**config.mk**
```make
export PLATFORM = sky130hd
export DESIGN_NAME = icache
export DESIGN_NICKNAME = d
export VERILOG_FILES = /design/src/logic/ci_pkg.sv /design/src/logic/icache.sv
export VERILOG_INCLUDE_DIRS = /design/src /design/src/logic
export SDC_FILE = /design/constraint.sdc
export NUM_CORES = 1
export LEC_CHECK = 0
export ABC_AREA = 1
export BUFFER_PORTS_ARGS = -buffer_cell sky130_fd_sc_hd__buf_2
export CELL_PAD_IN_SITES_DETAIL_PLACEMENT = 1
export CELL_PAD_IN_SITES_GLOBAL_PLACEMENT = 1
export CORE_MARGIN = 1.5
export CORE_UTILIZATION = 25
export DETAILED_ROUTE_END_ITERATION = 10
export GPL_TIMING_DRIVEN = 1
export PLACE_DENSITY = 0.53
export REMOVE_ABC_BUFFERS = 1
export SYNTH_ARGS = -nofsm -noshare
export SYNTH_HDL_FRONTEND = slang
export SYNTH_SLANG_ARGS = --single-unit
```
**constraint.sdc**
```tcl
create_clock -name clk -period 5 [get_ports clk]
set_input_delay 0.25 -clock clk [delete_from_list [all_inputs] [get_ports clk]]
set_output_delay 0.25 -clock clk [all_outputs]
set_load 0.01 [all_outputs]
```
**src/logic/ci_macros.svh**
```systemverilog
`ifndef CI_MACROS_SVH
`define CI_MACROS_SVH

////////////////////////////////
// CPU side widths
////////////////////////////////

// Word address, byte addressing is not used
`define CI_ADDR_BITS 30
`define CI_DATA_BITS 32
`define CI_BE_BITS 4

////////////////////////////////
// Cache geometry
////////////////////////////////

// 16 single-word lines per cache
`define CI_INDEX_BITS 4

////////////////////////////////
// Main memory
////////////////////////////////

// 1024 words deep
`define CI_MEM_ADDR_BITS 10
// Cycles from accept to done
`define CI_MEM_LATENCY 8

`endif

```
**src/logic/ci_pkg.sv**
```systemverilog
`include "ci_macros.svh"

package ci_pkg;

    ////////////////////////////////
    // Vector types
    ////////////////////////////////

    typedef logic [`CI_ADDR_BITS-1:0] word_addr_t;
    typedef logic [`CI_DATA_BITS-1:0] word_t;
    typedef logic [`CI_BE_BITS-1:0] byte_en_t;

    // Low address bits pick the line, the rest is the tag
    typedef logic [`CI_INDEX_BITS-1:0] cache_index_t;
    typedef logic [`CI_ADDR_BITS-`CI_INDEX_BITS-1:0] cache_tag_t;

    ////////////////////////////////
    // Memory channel
    ////////////////////////////////

    // Held steady by the requester until done
    typedef struct packed {
        logic       req;
        logic       write;
        word_addr_t addr;
        word_t      wdata;
        byte_en_t   byte_en;
    } mem_req_t;

    // done is a single-cycle pulse
    typedef struct packed {
        logic  done;
        word_t rdata;
    } mem_rsp_t;

    ////////////////////////////////
    // State machines
    ////////////////////////////////

    typedef enum logic [1:0] {C_IDLE, C_MISS, C_FILL} cache_state_t;
    typedef enum logic {M_IDLE, M_BUSY} mem_state_t;

endpackage

```
**src/logic/icache.sv**
```systemverilog
`timescale 1ns/1ps
`include "ci_macros.svh"

module icache (
    input  logic               clk,
    input  logic               rst,
    input  ci_pkg::word_addr_t ic_addr,
    output ci_pkg::word_t      ic_data,
    output logic               ic_miss,
    output ci_pkg::mem_req_t   mreq,
    input  ci_pkg::mem_rsp_t   mrsp
);

    localparam int LINES = 1 << `CI_INDEX_BITS;

    ci_pkg::cache_state_t state_q;
    logic [LINES-1:0]     valid_q;
    ci_pkg::cache_tag_t   tag_q [LINES];
    ci_pkg::word_t        data_q [LINES];
    ci_pkg::word_addr_t   miss_addr_q;
    logic                 fetch_on_q;

    ci_pkg::cache_index_t idx;
    ci_pkg::cache_tag_t   tag;
    ci_pkg::cache_index_t miss_idx;
    ci_pkg::cache_tag_t   miss_tag;
    logic                 hit;

    assign idx      = ic_addr[`CI_INDEX_BITS-1:0];
    assign tag      = ic_addr[`CI_ADDR_BITS-1:`CI_INDEX_BITS];
    assign miss_idx = miss_addr_q[`CI_INDEX_BITS-1:0];
    assign miss_tag = miss_addr_q[`CI_ADDR_BITS-1:`CI_INDEX_BITS];

    // Lookup straight from the arrays, no extra cycle on a hit
    assign hit     = valid_q[idx] && (tag_q[idx] == tag);
    assign ic_data = data_q[idx];
    assign ic_miss = fetch_on_q && !hit;

    // Refill request, always a read
    always_comb begin
        mreq         = '0;
        mreq.req     = (state_q == ci_pkg::C_MISS);
        mreq.addr    = miss_addr_q;
        mreq.byte_en = '1;
    end

    // Control state
    always_ff @(posedge clk) begin
        if (rst) begin
            state_q    <= ci_pkg::C_IDLE;
            valid_q    <= '0;
            fetch_on_q <= 1'b0;
        end else begin
            // Fetch is held off for one cycle after reset
            fetch_on_q <= 1'b1;
            case (state_q)
                ci_pkg::C_IDLE: begin
                    if (ic_miss) begin
                        state_q <= ci_pkg::C_MISS;
                    end
                end
                ci_pkg::C_MISS: begin
                    if (mrsp.done) begin
                        valid_q[miss_idx] <= 1'b1;
                        state_q           <= ci_pkg::C_FILL;
                    end
                end
                default: begin
                    state_q <= ci_pkg::C_IDLE;
                end
            endcase
        end
    end

    // Tag and data arrays
    always_ff @(posedge clk) begin
        if (state_q == ci_pkg::C_IDLE) begin
            miss_addr_q <= ic_addr;
        end
        if (state_q == ci_pkg::C_MISS && mrsp.done) begin
            tag_q[miss_idx]  <= miss_tag;
            data_q[miss_idx] <= mrsp.rdata;
        end
    end

endmodule

```
# --- Word-level counts from Yosys, hierarchy flattened ---
# Memory sizes are Yosys's and may differ from the RTL's.
# Cells that the tools add are included.
classes:
  order_cmp: 3
  n_eq_ne: 4
  mux: 10
  n_bitwise: 1
  n_reduce_logical: 8
ops:
  columns: ["op", "n"]
  rows:
  - ["$eq A26 B26 Y1", 1]
  - ["$or A16 B16 Y16", 1]
  - ["$lt A4 B5 Y1 const B", 2]
  - ["$mux W1", 5]
  - ["$bmux W1 S4", 1]
  - ["$demux W1 S4", 1]
  - ["$ge A4 B1 Y1 const B", 1]
  - ["$logic_and A1 B1 Y1", 4]
  - ["$mux W2", 2]
  - ["$pmux W2 S2", 1]
  - ["$reduce_and A2 Y1", 2]
  - ["$eq A2 B1 Y1 const B", 1]
  - ["$logic_not A2 Y1", 1]
  - ["$ne A2 B1 Y1 const B", 1]
  - ["$ne A2 B2 Y1 const B", 1]
  - ["$logic_not A1 Y1", 1]
totals:
  regBits: 49
  ram_bits: 928
  input_bits: 65
  output_inout_bits: 101
  wordCells: 32
  memories: 2
mem_list:
  columns: ["memory", "words", "word_bits", "rd", "rd_clocked_by_memory_dff", "wr", "line_no", "rtl"]
  rows:
  - ["data_q", 16, 32, 1, 0, 1, "icache.sv:19", "ci_pkg::word_t data_q [LINES];"]
  - ["tag_q", 16, 26, 1, 0, 1, "icache.sv:18", "ci_pkg::cache_tag_t tag_q [LINES];"]

# --- Longest topological paths before layout ---
depth:
  depth_word: 7
  depth_mapped: 20
  mapped_depth_nobuf: 17

# --- Worst setup path before layout ---
# No wires, ideal clock.
synth_timing:
  path_type: "register to register"
  startpoint: "reg state_q[1]"
  endpoint: "mem data_q[12][0] in the netlist's numbering, enable pin"
  setup_ns: 0.475
  arrival_time_ns: 3.297
  required_ns: 4.525
  setup_slack_ns: 1.228
  stages_incl_launch_ff: 8
  path_buffers: 0
  period_less_slack_ns: 3.772
  path_cell_list: "dfxtp_1 > inv_1 > nand2_1 > nor2_1 > inv_1 > nor3_1 > inv_1 > nor2_1"
synth_between:
  elab_chain_len: 4
synth_lines:
  columns: ["item", "line_no", "rtl"]
  rows:
  - ["start, declared", "icache.sv:16", "ci_pkg::cache_state_t state_q;"]
  - ["start signal, assigned", "icache.sv:50", "state_q <= ci_pkg::C_IDLE;"]
  - ["start signal, assigned", "icache.sv:59", "state_q <= ci_pkg::C_MISS;"]
  - ["start signal, assigned", "icache.sv:65", "state_q <= ci_pkg::C_FILL;"]
  - ["$eq A2 B1 Y1", "icache.sv:80", "if (state_q == ci_pkg::C_MISS && mrsp.done) begin"]
  - ["$logic_and A1 B1 Y1", "icache.sv:80", null]
  - ["$mux W1", "icache.sv:80", null]
  - ["$mux W1 (not written as such)", "icache.sv:82", "data_q[miss_idx] <= mrsp.rdata;"]
  - ["end, declared", "icache.sv:19", null]
# Every way passes these cells.

# --- Worst setup path in the final report ---
layout_timing:
  startpoint: "in ic_addr[0]"
  endpoint: "out ic_data[21]"
layout_between:
  elab_chain_len: 1
layout_lines:
  columns: ["item", "line_no", "rtl"]
  rows:
  - ["start, declared", "icache.sv:7", "input ci_pkg::word_addr_t ic_addr,"]
  - ["$mem_v2 Z16 W32", null, null]
  - ["end, declared", "icache.sv:8", "output ci_pkg::word_t ic_data,"]
# Every way passes these cells.

==> results.yml <==
run_status:
  status: "completed"
yosys:
  ys_ff_latch: 977
  seq_area_frac_synth: 0.743
  syn_area_sq_um: 39200
  async_flop_share: 0
  ys.flop_type: "edfxtp_1"
  ys_warn_count: 0
  yosys.area.top_type: "edfxtp_1"
  synth_edf_count: 958
  synth_top_area_frac: 0.733
  synth.avg_cell_area_sq_um: 12.4
  synthTopCellsByArea: "edfxtp_1 73%, nand2_1 5.1%, nor2_1 4.2%"
  synth_common_cells: "958 x edfxtp_1, 530 x nand2_1, 436 x nor2_1, 318 x o21ai_0, 268 x nand3_1"
  synth_cell_types: 24
  yosysMostFrequentCell: "edfxtp_1"
  synthCells: 3157
worst_setup_path:
  r2r_slack_ns: 2.04
  end_kind: "output pin"
  cpPeakStageDelay_ns: 0.72
  crit_arrival_ns: 3.42
  path_delay_family: "buffers and inverters"
  crit_top_cell: "buf_4"
  cp_num_buf_inv: 5
  critPathMaxFanout: 146
  worstSetupStartpointType: "input pin"
  crit_chain: "buf_8, inv_8, buf_4, buf_4, o21ai_0, o221ai_1, o211ai_1, nand2_1, buf_2"
  crit_required_ns: 4.75
  critPathKind: "input pin to output pin"
  crit_slowest_cell: "buf_4"
pwr:
  vdd_drop_max_uv: 259
  p_total_mw: 18.3
  power_density_nw_per_um2: 396
  p_leak_nw: 16.0
clock_tree:
  ctsHtreeMaxLevel: 3
  cts_made_buffers: 110
  clock_latency_ns: 0.72
  clockBufferDepth: 3
  cts_resized: 0
  cts.clk_slew.worst_paths_ns: 0.06
  cts_root_buffer: "clkbuf_16"
  cts_num_sinks: 977
  cts_tree: "built"
timing:
  hold_viol: 0
  timing.fmax_mhz: 273
  period_needed_ns: 3.67
  rsz0062_at_grt: "false"
  period_share: 0.733
  fin_setup_tns_ns: 0
  slew_headroom: 0.276
  clock_skew_ns: 0.0302
  drv_slew: 0
  setup_viol: 0
  tightestPinTransition_ns: 1.09
grt:
  grt_pass1_wl_microns: 181000
  grt_usage: 0.155
  overflow: 0
  antenna_found_initial: 2
  grt_max_degree: 155
  grt_pass1_vias: 25919
placement:
  dp_hpwl_microns: 62500
  port_buffers: 128
  gp_congestion: 0.693
detailed_routing:
  drcViolationCount: 0
  drt_iter0_drc: 1612
  wl_per_cell_microns: 22.6
  first_pass_iters: 5
  viasPerCell: 4.65
  wl_microns: 124000
  vias: 25426
  ant_nets: 0
hold_path:
  hp-class: "input pin to flop"
layout:
  final_nets: 3383
  area_growth_pct: 18.2
  drive_gt1_frac: 0.108
floorplan:
  die_h_microns: 399
  start_util: 0.251
  rows: 145
  io_pins: 166
  die_area_sq_um: 159000
  core_area_sq_um: 156000
  die_w_microns: 399
job:
  cap_violations: 0
final timing paths:
kind | from | depth (start not counted) | end
worst max register to register | state_q[0]$_SDFFE_PP0P_ | 6 | data_q[5][20]$_DFFE_PP_
worst min register to register | valid_q[15]$_SDFFE_PP0P_ | 2 | valid_q[15]$_SDFFE_PP0P_
worst max-delay path | ic_addr[0] | 9 | ic_data[21]
worst min-delay path | ic_addr[16] | 2 | miss_addr_q[16]$_DFFE_PP_
repair_timing:
action | 4_1_cts | 5_1_grt
hold endpoints to repair | 556 | 0
hold buffers | 61 | 0
buffers inserted | 0 | 0
state kept, by name (all words and copies together), names as in the netlist:
register,cells
data_q,512
valid_q,16
miss_addr_q,30
fetch_on_q,1
tag_q,416
state_q,2
layer usage:
layer,track usage,share of wire,up-vias
met1,0.211,0.47,13311
met2,0.258,0.48,407
met4,0.0334,0.018,0
li1,-,-,11552
met3,0.0251,0.035,156
met5,0,0,-
per-stage QoR:
| step | setup slack, ns | cell area (sq um) | utilization | std cells | hold slack (ns) |
|---|---|---|---|---|---|
| after floorplan | 0.208 | 38200 | - | 2957 | 0.319 |
| after global placement | 1.25 | 42200 | 0.270 | 5203 | 0.450 |
| after detailed placement | 1.23 | 42200 | 0.270 | 5203 | 0.462 |
| after CTS | 1.21 | 46400 | 0.297 | 5467 | 0.219 |
| after global routing | 0.990 | 46400 | 0.297 | 5467 | 0.263 |
| final | 1.34 | 46400 | 0.297 | 5468 | 0.292 |
report_power, final:
group	internal (mW)	switching, mW	total, mW
logic	0.297	0.760	1.06
registers	9.10	0.102	9.21
clock network	4.75	3.34	8.08
total	14.1	4.20	18.3
layout by cell type (no fill, tap or decap), drive strengths merged, types with 13 or more instances in the layout:
cell / instances
edfxtp: 958
nand2: 530
nor2: 436
o21ai: 336
nand3: 268
buf: 187
inv: 175
clkbuf: 141
o221ai: 109
dlygate4sd3: 61
o211ai: 49
clkinv: 45
conb: 37
o22ai: 19
dfxtp: 19
bufinv: 13
cell families after synthesis:
group                  Yosys count  synth area share
AOI/OAI and AO/OA              525            0.0813
buffers and inverters          407            0.0468
DFF                            977             0.743
other                            2          0.000191
and+or+nand+nor               1246             0.129
final cells by class:
type / count / area, sq um
fillers: 16935 / 110000
flip-flops and latches: 977 / 29100
multi-input cells: 1808 / 8500
clock buffers: 140 / 2900
well taps: 2058 / 2570
repair buffers: 249 / 1920
inverters: 172 / 668
clock inverters: 63 / 659
diodes: 1 / 2.50
Note: power is estimated with default switching activity, not from simulation.
