`src/logic/ci_macros.svh`:
```
`ifndef CI_MACROS_SVH
`define CI_MACROS_SVH

////////////////////////////////
// CPU side widths
////////////////////////////////

// Word address, byte addressing is not used
`define CI_ADDR_BITS 30
`define CI_DATA_BITS 32
`define CI_BE_BITS 4

////////////////////////////////
// Cache geometry
////////////////////////////////

// 16 single-word lines per cache
`define CI_INDEX_BITS 4

////////////////////////////////
// Main memory
////////////////////////////////

// 1024 words deep
`define CI_MEM_ADDR_BITS 10
// Cycles from accept to done
`define CI_MEM_LATENCY 8

`endif

```
`src/logic/ci_pkg.sv`:
```
`include "ci_macros.svh"

package ci_pkg;

    ////////////////////////////////
    // Vector types
    ////////////////////////////////

    typedef logic [`CI_ADDR_BITS-1:0] word_addr_t;
    typedef logic [`CI_DATA_BITS-1:0] word_t;
    typedef logic [`CI_BE_BITS-1:0] byte_en_t;

    // Low address bits pick the line, the rest is the tag
    typedef logic [`CI_INDEX_BITS-1:0] cache_index_t;
    typedef logic [`CI_ADDR_BITS-`CI_INDEX_BITS-1:0] cache_tag_t;

    ////////////////////////////////
    // Memory channel
    ////////////////////////////////

    // Held steady by the requester until done
    typedef struct packed {
        logic       req;
        logic       write;
        word_addr_t addr;
        word_t      wdata;
        byte_en_t   byte_en;
    } mem_req_t;

    // done is a single-cycle pulse
    typedef struct packed {
        logic  done;
        word_t rdata;
    } mem_rsp_t;

    ////////////////////////////////
    // State machines
    ////////////////////////////////

    typedef enum logic [1:0] {C_IDLE, C_MISS, C_FILL} cache_state_t;
    typedef enum logic {M_IDLE, M_BUSY} mem_state_t;

endpackage

```
`src/logic/mem_arbiter.sv`:
```
`timescale 1ns/1ps

module mem_arbiter (
    input  logic             clk,
    input  logic             rst,
    input  ci_pkg::mem_req_t ic_mreq,
    input  ci_pkg::mem_req_t dc_mreq,
    output ci_pkg::mem_rsp_t ic_mrsp,
    output ci_pkg::mem_rsp_t dc_mrsp,
    output ci_pkg::mem_req_t mem_req,
    input  ci_pkg::mem_rsp_t mem_rsp,
    input  logic             ic_miss,
    input  logic             dc_busy,
    output logic             mem_stall
);

    // Grant owner, valid while busy_q is set
    logic busy_q;
    logic grant_dc_q;

    ////////////////////////////////
    // Grant
    ////////////////////////////////

    // Data side wins a tie, grant held until done
    always_ff @(posedge clk) begin
        if (rst) begin
            busy_q     <= 1'b0;
            grant_dc_q <= 1'b0;
        end else if (!busy_q) begin
            if (dc_mreq.req) begin
                busy_q     <= 1'b1;
                grant_dc_q <= 1'b1;
            end else if (ic_mreq.req) begin
                busy_q     <= 1'b1;
                grant_dc_q <= 1'b0;
            end
        end else if (mem_rsp.done) begin
            busy_q <= 1'b0;
        end
    end

    ////////////////////////////////
    // Routing
    ////////////////////////////////

    always_comb begin
        mem_req = '0;
        if (busy_q) begin
            mem_req = grant_dc_q ? dc_mreq : ic_mreq;
        end
    end

    // Read data fans out, done goes to the owner only
    always_comb begin
        ic_mrsp.rdata = mem_rsp.rdata;
        dc_mrsp.rdata = mem_rsp.rdata;
        ic_mrsp.done  = mem_rsp.done && busy_q && !grant_dc_q;
        dc_mrsp.done  = mem_rsp.done && busy_q && grant_dc_q;
    end

    // Either port holds the whole CPU
    assign mem_stall = ic_miss | dc_busy;

endmodule

```
`config.mk`:
```
export PLATFORM = sky130hd
export DESIGN_NAME = mem_arbiter
export DESIGN_NICKNAME = d
export VERILOG_FILES = /design/src/logic/ci_pkg.sv /design/src/logic/mem_arbiter.sv
export VERILOG_INCLUDE_DIRS = /design/src /design/src/logic
export SDC_FILE = /design/constraint.sdc
export NUM_CORES = 1
export LEC_CHECK = 0
export BUFFER_PORTS_ARGS = -buffer_cell sky130_fd_sc_hd__buf_4
export CAP_MARGIN = 20
export CORE_AREA = 2 2 121 123
export DETAILED_ROUTE_END_ITERATION = 6
export DIE_AREA = 0 0 123 125
export SYNTH_ARGS = -nofsm -noshare
export SYNTH_HDL_FRONTEND = slang
export SYNTH_SLANG_ARGS = --single-unit
```
`constraint.sdc`:
```
create_clock -name clk -period 0.95 [get_ports clk]
set_input_delay 0.0475 -clock clk [delete_from_list [all_inputs] [get_ports clk]]
set_output_delay 0.0475 -clock clk [all_outputs]
set_load 0.1 [all_outputs]
```
==> Word level (Yosys, flattened, before mapping) <==
Index checks and enable logic that the tools add are counted.
{ "word_totals": {"ff_bits": 2, "in_bits": 173, "output_inout_bits": 135} }
{ "classes": {"n_mux": 8, "bitwise_logic": 2, "reduce_logical": 6} }
{ "ops": {"columns": ["op", "count"], "rows": [
  ["68-bit two-way mux", 2],
  ["1-bit two-way mux", 6],
  ["1-bit logical AND", 3],
  ["2-bit AND reduction", 1],
  ["2-bit nonzero test", 1],
  ["1-bit logical NOT", 1],
  ["1-bit NOT", 1],
  ["1-bit OR", 1]
]} }

==> Longest topological paths before layout <==
Gate-level depths: netlist (run 1).
{ "logic_depth": {"word_depth": 3, "mapped_depth": 4} }

==> Worst setup path after synthesis (run 1) <==
OpenSTA, ideal clock, no wires.
{ "synth_timing": {"kind": "register to output", "start": "register grant_dc_q", "end": "output port mem_req[0] (netlist name)", "t_arrival_ps": 2048, "required_ps": 902, "setup_slack_ps": -1146, "path_stages_with_launch": 5, "n_path_buf": 2, "cell_sequence": "dfxtp_1 buf_6 buf_12 mux2i_1 nor2b_1"} }
{ "synth_lines": {"columns": ["item", "line", "rtl"], "rows": [
  ["from (decl)", "mem_arbiter.sv:19", "logic grant_dc_q;"],
  ["from (signal assigned)", "mem_arbiter.sv:29", "grant_dc_q <= 1'b0;"],
  ["from (signal assigned)", "mem_arbiter.sv:33", "grant_dc_q <= 1'b1;"],
  ["from (signal assigned)", "mem_arbiter.sv:36", "grant_dc_q <= 1'b0;"],
  ["to (decl)", "mem_arbiter.sv:10", "output ci_pkg::mem_req_t mem_req,"]
]} }

==> results of run 1 <==
[worst paths after layout]
kind	start	depth (start not counted)	end	slack (ps)
worst max-delay path	grant_dc_q	4	mem_req[45]	-570
worst min-delay path	rst	2	busy_q	10
worst max register to register	busy_q	5	grant_dc_q	-140
worst min register to register	grant_dc_q	4	grant_dc_q	830
[routing by layer]
layer / part of all wire [%] / track usage, % / wire, µm / up-vias
met2: 58 / 19.5 / 4520 / 149
li1: - / - / - / 984
met1: 29 / 8.38 / 2300 / 924
met3: 11 / 2.01 / 854 / 13
met5: 0 / 0 / 0 / -
met4: 1.7 / 2.74 / 130 / 0
[flip-flops by register name (all words and copies together), names as in the netlist]
| signal | flops |
|---|---|
| busy_q | 1 |
| grant_dc_q | 1 |
[repair_timing]
action	4_1_cts	5_1_grt
setup buffers	2	3
endpoints found under the setup margin	72	72
cloned	2	0
pin swaps	2	1
hold buffers	0	0
resized for setup	97	43
[logic make-up after synthesis]
| family | Yosys count | synth area share (%) |
|---|---|---|
| compound gates | 2 | 0.870 |
| buf+inv | 81 | 35.8 |
| flops | 2 | 2.14 |
| mux | 68 | 36.4 |
| simple gates | 75 | 24.8 |
[synth_stat cells (all sizes together)]
| library cell | count | share of area, % |
|---|---|---|
| nor2b | 69 | 23 |
| mux2i | 68 | 36 |
| dfxtp | 2 | 2.1 |
| o32ai | 1 | 0.47 |
| nor2 | 1 | 0.20 |
| nand2b | 1 | 0.33 |
| nor3 | 1 | 0.27 |
| and3 | 1 | 0.33 |
| buf | 73 | 34 |
| or2 | 1 | 0.33 |
| clkbuf | 7 | 1.4 |
| inv | 1 | 0.20 |
| a211oi | 1 | 0.40 |
| nand2 | 1 | 0.20 |
[power by group through the flow]
| stage | registers, µW | logic, µW | clock network, µW |
|---|---|---|---|
| final | 110 | 3990 | 655 |
| after global routing | 113 | 4140 | 676 |
| after CTS | 112 | 3850 | 674 |
| after detailed placement | 111 | 3440 | 0 |
| after global placement | 111 | 3400 | 0 |
| after floorplan | 98.3 | 3900 | 0 |
[layout make-up]
class,instances,area [µm²],area share [%]
Timing Repair Buffer,226,2150,50.7
Multi-Input combinational cell,145,1730,40.8
Tap cell,184,230,5.43
Clock buffer,4,78.8,1.86
Sequential cell,2,47.5,1.12
Inverter,1,3.75,0.0885
[stage by stage]
step | power [µW] | std cells | util (%) | cell area (µm²) | hold WS, ps
global route | 4930 | 562 | 29.9 | 4240 | 16.2
floorplan | 4000 | 228 | - | 2240 | 126
finish | 4760 | 562 | 29.9 | 4240 | 11.3
CTS | 4640 | 560 | 28.5 | 4050 | 2.03
detailed placement | 3550 | 552 | 24.5 | 3480 | 96.0
global placement | 3510 | 552 | 24.5 | 3480 | 96.0
==> impl_results.md, run 1 <==
- Status: finished with violations
- Failing checks: setup timing
- Logic pwr share: 83.9%
- Routed vias/inst: 3.68
- Clk_skew: 1.90 ps
- Seq/Total Area, Yosys: 2.14%
- Clk pwr share: 13.8%
- Die Area: 15400 µm²
- Setup crit start kind: register
- Cell internal pwr: 2210 µW
- Maximum VDD drop: 427 µV
- CP endpoint kind: output pin
- DRT antenna net count: 0
- Buf/Inv on CP: 2
- Filler cells: 1462
- # rows: 44
- MaxCap Viol Count: 0
- Final Hold Vio Count: 0
- Vias post-DR: 2070
- Sw Share: 53.6%
- #FFs+latches synth: 2
- Ys Warns: 0
- DRT Pass-1 Iters: 2
- Final nets: 552
- Setup CP Type: register to output pin
- CP Cell Sequence: buf_12 > mux2i_2 > nor2b_4 > buf_4
- Post-layout worst setup margin: -565 ps
- CTS Buf Count: 3
- Mapped cell area: 1870 µm²
- Port bufs: 211
- Static leakage: 0.00190 µW
- Most frequent cells in the layout: 190 x buf_4, 36 x mux2i_1, 36 x nor2b_2
- Sequential power share: 2.3%
- CP peak stage delay: 370 ps
- Total grt overflow: 0
- Fraction of layout cells with a size suffix above 1: 89.7%
- Measured slew at the worst slew-check pin: 245 ps
- GRT Total Usage: 9.25%
- First-pass GRT wire length: 11.4 mm
- Syn nets: 401
- Endpoints failing setup: 72
- Netlist cell types: 16
- Chip height: 125 µm
- Dpl hpwl: 5.73 mm
- Routed WL: 7.80 mm
- Slew headroom: 83.2%
- Clk slew on worst S/H paths: 30 ps
- H-tree depth: 1
- Diodes inserted: 0
- TritonCTS clock tree: yes
- Post-Synthesis Cells: 228
- Clock sinks: 2
- CP Max Fanout: 28
- Sw power: 2550 µW
- CORE AREA: 14200 µm²
- Worst hold path class: input pin to register
- Worst-Skew Late Latency: 220 ps
- Max Buffers Root-to-Sink: 2
- Initial antenna violation count: 0
- Initial DRC count: 15
- Crit share post-route: 159%
- Mean Syn Cell Area: 8.20 µm²
- Pwr per Cell Area: 1120 nW/µm²
- RSZ-0062 raised after global routing: yes
- Period minus WS final: 1520 ps
- Sum Neg Setup Slack: -34260 ps
- Largest net degree at the start of global routing: 29
- Total I/O pin count: 308
- Remaining DRCs: 0
- Area growth, synth to finish: 127%
- DR WL/cell: 13.9 µm
- Cell family with most CP delay: buffers and inverters
- Commonest non-fill, non-tap cell in the layout: buf_4
- Die width: 123 µm
- Initial Util: 13.2%
- CP required: 900 ps
- Clock Tree Root: clkbuf_16
- Slew Limit Fails: 0
- Highest Clock Rate: 0.660 GHz
- Vias in the first global route: 2282
- Slowest cell on crit path: dfxtp_4
- GP Congestion: 0.675
- Pre-CTS setup slack: -324 ps
- Crit path arrival time: 1470 ps
(Power assumes the default switching activity.)
==> run 2, diff against run 1 <==
Settings changed: ABC_AREA set to 1, CORE_AREA 2 2 121 123 to 2 2 120 122, DIE_AREA 0 0 123 125 to 0 0 122 124.
==> impl_results.md, run 2 <==
- Min-delay src: mem_rsp[13]
- CTS Buf Count: 3 (unchanged)
- Period minus WS final: 1410 ps (-103 ps)
- Max Buffers Root-to-Sink: 2 (unchanged)
- Mapped cell area: 1600 µm² (-14%)
- Ys Warns: 0 (unchanged)
- Clock Tree Root: clkbuf_16
- Routed WL: 9.79 mm (+25%)
- Reg2Reg Capture Point: grant_dc_q
- Synth cell count leaders: 129 x nor2_1, 68 x o21ai_0, 65 x buf_4, 12 x buf_2, 10 x nor2_2
- #FFs+latches synth: 2 (unchanged)
- Measured slew at the worst slew-check pin: 283 ps (+37.3 ps)
- Crit path arrival time: 1360 ps (-110 ps)
- Initial DRC count: 65 (+50)
- Slew Limit Fails: 0 (unchanged)
- Final nets: 626 (+13%)
- Top-area cell type share of the netlist area: 30.4% (-6.0 points)
- Instance count on the critical path: 4 (unchanged)
- CP peak stage delay: 400 ps (+30 ps)
- Fraction of layout cells with a size suffix above 1: 83.1% (-6.5 points)
- Total grt overflow: 0 (unchanged)
- Cell internal pwr: 2410 µW (+9.2%)
- Maximum VDD drop: 764 µV (+79%)
- Vias post-DR: 2497 (+21%)
- H-tree depth: 1 (unchanged)
- Highest Clock Rate: 0.708 GHz (+7.3%)
- MaxCap Viol Count: 0 (unchanged)
- Static leakage: 0.00192 µW (+1.4%)
- RR Startpoint: busy_q
- Clk pwr share: 11.9% (-1.9 points)
- Initial Util: 11.7% (-1.5 points)
- Pre-CTS setup slack: -293 ps (+30.5 ps)
- Logic pwr share: 85.9% (+2.0 points)
- # rows: 43 (-2.3%)
- Crit path capture: mem_req[39]
- Diodes inserted: 0 (unchanged)
- Final Cell Area: 4820 µm² (+14%)
- Remaining DRCs: 0 (unchanged)
- Count leader, synth: nor2_1
- Largest cells by area after synthesis: buf_4 30%, nor2_1 30%, o21ai_0 21%
- Cell family with most CP delay: flip-flops
- Crit share post-route: 149% (-11 points)
- Slew headroom: 81.0% (-2.1 points)
- CORE AREA: 13700 µm² (-3.4%)
- DRT Pass-1 Iters: 4 (+2)
- Post-Synthesis Cells: 306 (+34%)
- CP required: 900 ps (about the same)
- Netlist cell types: 15 (-1)
- Worst hold path class: input pin to output pin
- Buf/Inv on CP: 2 (unchanged)
- Endpoints failing setup: 70 (-2.8%)
- DRT antenna net count: 0 (unchanged)
- Dpl hpwl: 6.18 mm (+7.9%)
- EDFF count, synth: 0 (unchanged)
- Setup crit start kind: register
- Area growth, synth to finish: 201%
- Mean Syn Cell Area: 5.24 µm² (-36%)
- Sequential power share: 2.2% (about the same)
- R2R depth: 5 (unchanged)
- Placed Area: 3450 µm² (-0.83%)
- Initial antenna violation count: 0 (unchanged)
- Syn nets: 479 (+19%)
- Commonest non-fill, non-tap cell in the layout: buf_4
- Status: finished with violations
- First-pass GRT wire length: 12.2 mm (+7.6%)
- Largest net degree at the start of global routing: 39 (+34%)
- Worst-Skew Late Latency: 220 ps (about the same)
- Port bufs: 211 (unchanged)
- DR WL/cell: 15.5 µm (+12%)
- Most used DFF post-synth: dfxtp_1
- Placed cells: 618 (+12%)
- Clock sinks: 2 (unchanged)
- Vias in the first global route: 2413 (+5.7%)
- Setup CP Type: register to output pin
- TritonCTS clock tree: yes
- Die width: 122 µm (-0.81%)
- Die Area: 15100 µm² (-1.6%)
- GP Congestion: 0.699 (+3.5%)
- Post-layout worst setup margin: -462 ps (+103 ps)
- Seq/Total Area, Yosys: 2.50% (+0.36 points)
- Routed vias/inst: 3.96 (+7.4%)
- Largest registers: busy_q (1), grant_dc_q (1)
- Clk_skew: 1.78 ps (-0.117 ps)
- CP endpoint kind: output pin
- CP startpoint: busy_q
- Async set or reset register ratio after synthesis: 0% (unchanged)
- Leading area contributor after synthesis: buf_4
- Sw Share: 54.7% (+1.2 points)
- Slowest cell on crit path: dfxtp_4
- Clk slew on worst S/H paths: 30 ps (about the same)
- Failing checks: setup timing
- Total I/O pin count: 308 (unchanged)
- Reg2reg setup slack: 60 ps (+200 ps)
- Fin cells: 631 (+12%)
- Most used cell, CP: buf_12
- Sum Neg Setup Slack: -28760 ps (+5500 ps)
- Final Hold Vio Count: 0 (unchanged)
- CP Cell Sequence: buf_12 > o21ai_1 > nor2_4 > buf_12
- GRT Total Usage: 10.2% (+0.96 points)
- Most frequent cells in the layout: 142 x buf_4, 76 x buf_12, 75 x nor2_4
- CP Max Fanout: 38 (+36%)
- Chip height: 124 µm (-0.80%)
- Sw power: 2920 µW (+15%)
- Pwr per Cell Area: 1110 nW/µm² (-1.4%)
- RSZ-0062 raised after global routing: yes
- Overall power: 5330 µW (+12%)
==> run 2: kinds of logic after synthesis <==
logic type             Yosys count  share of synthesized area (%)
AOI/OAI and AO/OA               70                           21.9
DFF                              2                           2.50
and+or+nand+nor                145                           35.7
buffers and inverters           89                           40.0
==> run 2: per-layer routing <==
metal  vias up  wire, µm  GRT usage (%)
met1      1131      3390           10.5
met3        33       865           2.66
li1       1194         -              -
met4         0       243           4.02
met5         -         0              0
met2       139      5290           19.6
==> run 2: worst min path at each step <==
stage | endpoint | slack, ps | cells past startpoint
2_1_floorplan | grant_dc_q | 120 | 1
3_3_place_gp | dc_mrsp[30] | 100 | 0
3_5_place_dp | dc_mrsp[30] | 100 | 0
4_1_cts | dc_mrsp[30] | 100 | 0
5_1_grt | dc_mrsp[13] | 100 | 0
6_report | dc_mrsp[13] | 100 | 0
==> run 2: repair_timing <==
item                                   4_1_cts  5_1_grt
hold buffers                                 1        0
resized for setup                          233       52
setup endpoints to repair                   71       71
pin swaps                                    1        8
endpoints found under the hold margin        1        0
cloned                                       1        7
buffers inserted                             0        1
==> run 2: worst reg2reg max path, cell delays in order, from the launching register on <==
cell     delay [ps]
dfxtp_4         400
buf_8           160
inv_2            50
nand2_2          40
nand2_1          50
a21oi_2         110
==> run 2: power by group through the flow <==
stage,Sequential [µW],Clock (µW),Combinational (µW)
after detailed placement,109,0,3560
after CTS,112,649,4340
final,115,636,4580
after global placement,109,0,3550
after global routing,117,652,4740
after floorplan,99.1,0,3910
==> run 2: metrics by stage <==
stage               hold slack (ps)  util, %
global placement               96.0     25.2
finish                         95.0     35.1
floorplan                       117        -
CTS                            96.0     32.8
global route                   95.2     35.1
detailed placement             96.0     25.2
==> run 2: area by class of cell <==
| type | count | area, µm² |
|---|---|---|
| inverter | 3 | 16.3 |
| multi-input combinational | 215 | 1650 |
| clock buffer | 3 | 75.1 |
| sequential | 2 | 47.5 |
| tap | 180 | 225 |
| fill | 1407 | 8900 |
| timing repair buffer | 228 | 2810 |
==> run 3, diff against run 2 <==
Settings changed: ABC_AREA 1 to not set, CORE_AREA 2 2 120 122 to 2 2 118 120, DIE_AREA 0 0 122 124 to 0 0 120 122.
Clock period 0.95 ns to 1.55 ns, I/O delays scaled along.
==> impl_results.md, run 3 (synthesis gave the netlist of run 1 again) <==
- H-tree depth: 1 (unchanged)
- Highest Clock Rate: 0.641 GHz
- Logic pwr share: 82.8% (-3.1 points)
- Sw power: 1530 µW (-48%)
- Setup CP Type: register to output pin
- Crit share post-route: 101%
- Status: finished with violations
- GRT Total Usage: 8.82% (-1.4 points)
- First-pass GRT wire length: 10.3 mm (-16%)
- Clk slew on worst S/H paths: 30 ps (about the same)
- Failing checks: setup timing
- Period minus WS final: 1560 ps
- Final nets: 547 (-13%)
- CP endpoint kind: output pin
- CTS Buf Count: 3 (unchanged)
- Static leakage: 0.00178 µW (-7.2%)
- Chip height: 122 µm (-1.6%)
- Total I/O pin count: 308 (unchanged)
- Clk_skew: 0.300 ps (-1.48 ps)
- Measured slew at the worst slew-check pin: 255 ps (-27.8 ps)
- Fraction of layout cells with a size suffix above 1: 87.7% (+4.5 points)
- Clock Tree Root: clkbuf_16
- Cell internal pwr: 1220 µW (-49%)
- TritonCTS clock tree: yes
- Fin cells: 553 (-12%)
- DR WL/cell: 14.1 µm (-8.8%)
- Port bufs: 211 (unchanged)
- GP Congestion: 0.727 (+4.0%)
- Maximum VDD drop: 279 µV (-63%)
- Total grt overflow: 0 (unchanged)
- Commonest non-fill, non-tap cell in the layout: buf_4
- Sw Share: 55.5% (+0.78 points)
- Die Area: 14600 µm² (-3.2%)
- RSZ-0062 raised after global routing: yes
- Crit path arrival time: 1480 ps (+120 ps)
- Final Hold Vio Count: 0 (unchanged)
- CORE AREA: 13500 µm² (-1.6%)
- Filler cells: 1404 (-0.21%)
- Diodes inserted: 0 (unchanged)
- Routed WL: 7.82 mm (-20%)
- DRT Pass-1 Iters: 3 (-1)
- Sequential power share: 2.4% (+0.2 points)
- Vias post-DR: 2055 (-18%)
- Max Buffers Root-to-Sink: 2 (unchanged)
- # rows: 43 (unchanged)
- Hold_buf cts: 0 (-1)
- RR Startpoint: grant_dc_q
- Initial Util: 13.8% (+2.2 points)
- Final Cell Area: 3860 µm² (-20%)
- Dpl hpwl: 5.76 mm (-6.8%)
- Sum Neg Setup Slack: -26.3 ps (+28730 ps)
- Placed Area: 3420 µm² (-0.94%)
- Clk pwr share: 14.8% (+2.9 points)
- Clock sinks: 2 (unchanged)
- Die width: 120 µm (-1.6%)
- Worst-Skew Late Latency: 220 ps (about the same)
- DRT antenna net count: 0 (unchanged)
- Placed cells: 543 (-12%)
- Min-delay src: rst
- Slew Limit Fails: 0 (unchanged)
- Pwr per Cell Area: 713 nW/µm² (-36%)
- Most frequent cells in the layout: 193 x buf_4, 37 x mux2i_1, 36 x nor2b_2
- Initial antenna violation count: 0 (unchanged)
- MaxCap Viol Count: 0 (unchanged)
- Endpoints failing setup: 7 (-90%)
- Pre-CTS setup slack: 180 ps (+473 ps)
- Slew headroom: 82.5% (+1.5 points)
- CP Max Fanout: 21 (-45%)
- Routed vias/inst: 3.72 (-6.1%)
- Area growth, synth to finish: 106%
- Post-layout worst setup margin: -10.8 ps (+452 ps)
- CP startpoint: grant_dc_q
- CP required: 1470 ps (+570 ps)
- Setup crit start kind: register
- Largest registers: busy_q (1), grant_dc_q (1)
- Largest net degree at the start of global routing: 60 (+54%)
- Worst hold path class: input pin to register
- Remaining DRCs: 0 (unchanged)
- Initial DRC count: 48 (-26%)
- Vias in the first global route: 2060 (-15%)
-- run 3: area by class of cell --
| cell class | count | area [µm²] | share of cell area, % |
|---|---|---|---|
| multi-input combinational | 145 | 1640 | 42.6 |
| tap | 180 | 225 | 5.84 |
| timing repair buffer | 221 | 1860 | 48.2 |
| inverter | 1 | 3.75 | 0.0973 |
| clock buffer | 4 | 78.8 | 2.04 |
| sequential | 2 | 45.0 | 1.17 |
-- run 3: path summary, 6_finish.rpt --
check                     end  depth (start not counted)  slack [ps]
hold / removal         busy_q                          2          20
setup reg to reg   grant_dc_q                          4         590
hold reg to reg        busy_q                          2         720
setup / recovery  mem_req[30]                          5         -10
-- run 3: timing repair --
action	4_1_cts	5_1_grt
setup buffers	0	3
gates resized for setup	9	51
cloned	1	2
pin swaps	0	0
endpoints found under the setup margin	19	44
-- run 3: power groups by stage --
stage          sequential, µW  clock [µW]  combinational, µW
2_1_floorplan            58.9           0               2370
3_3_place_gp             63.6           0               2070
3_5_place_dp             64.1           0               2090
4_1_cts                  65.9         414               2130
5_1_grt                  66.2         421               2360
6_report                 65.3         407               2280
-- run 3: metrics by stage --
stage	total power [µW]	util [%]	hold slack, ps
after floorplan	2430	-	156
after global placement	2130	25.3	156
after detailed placement	2150	25.3	156
after CTS	2610	26.4	21.8
after global routing	2850	28.6	36.5
final	2750	28.6	23.6
-- run 3: critical path: stages (launching register included) --
cell	delay [ps]
dfxtp_4	380
buf_4	150
buf_16	190
mux2i_1	240
nor2b_2	60
buf_4	230
-- run 3: per-layer routing --
layer	vias to the layer above	GRT usage, %	part of all wire [%]
met2	125	17.3	55
li1	971	-	-
met5	-	0	0
met4	0	4.78	3.3
met1	927	8.08	31
met3	32	2.62	11
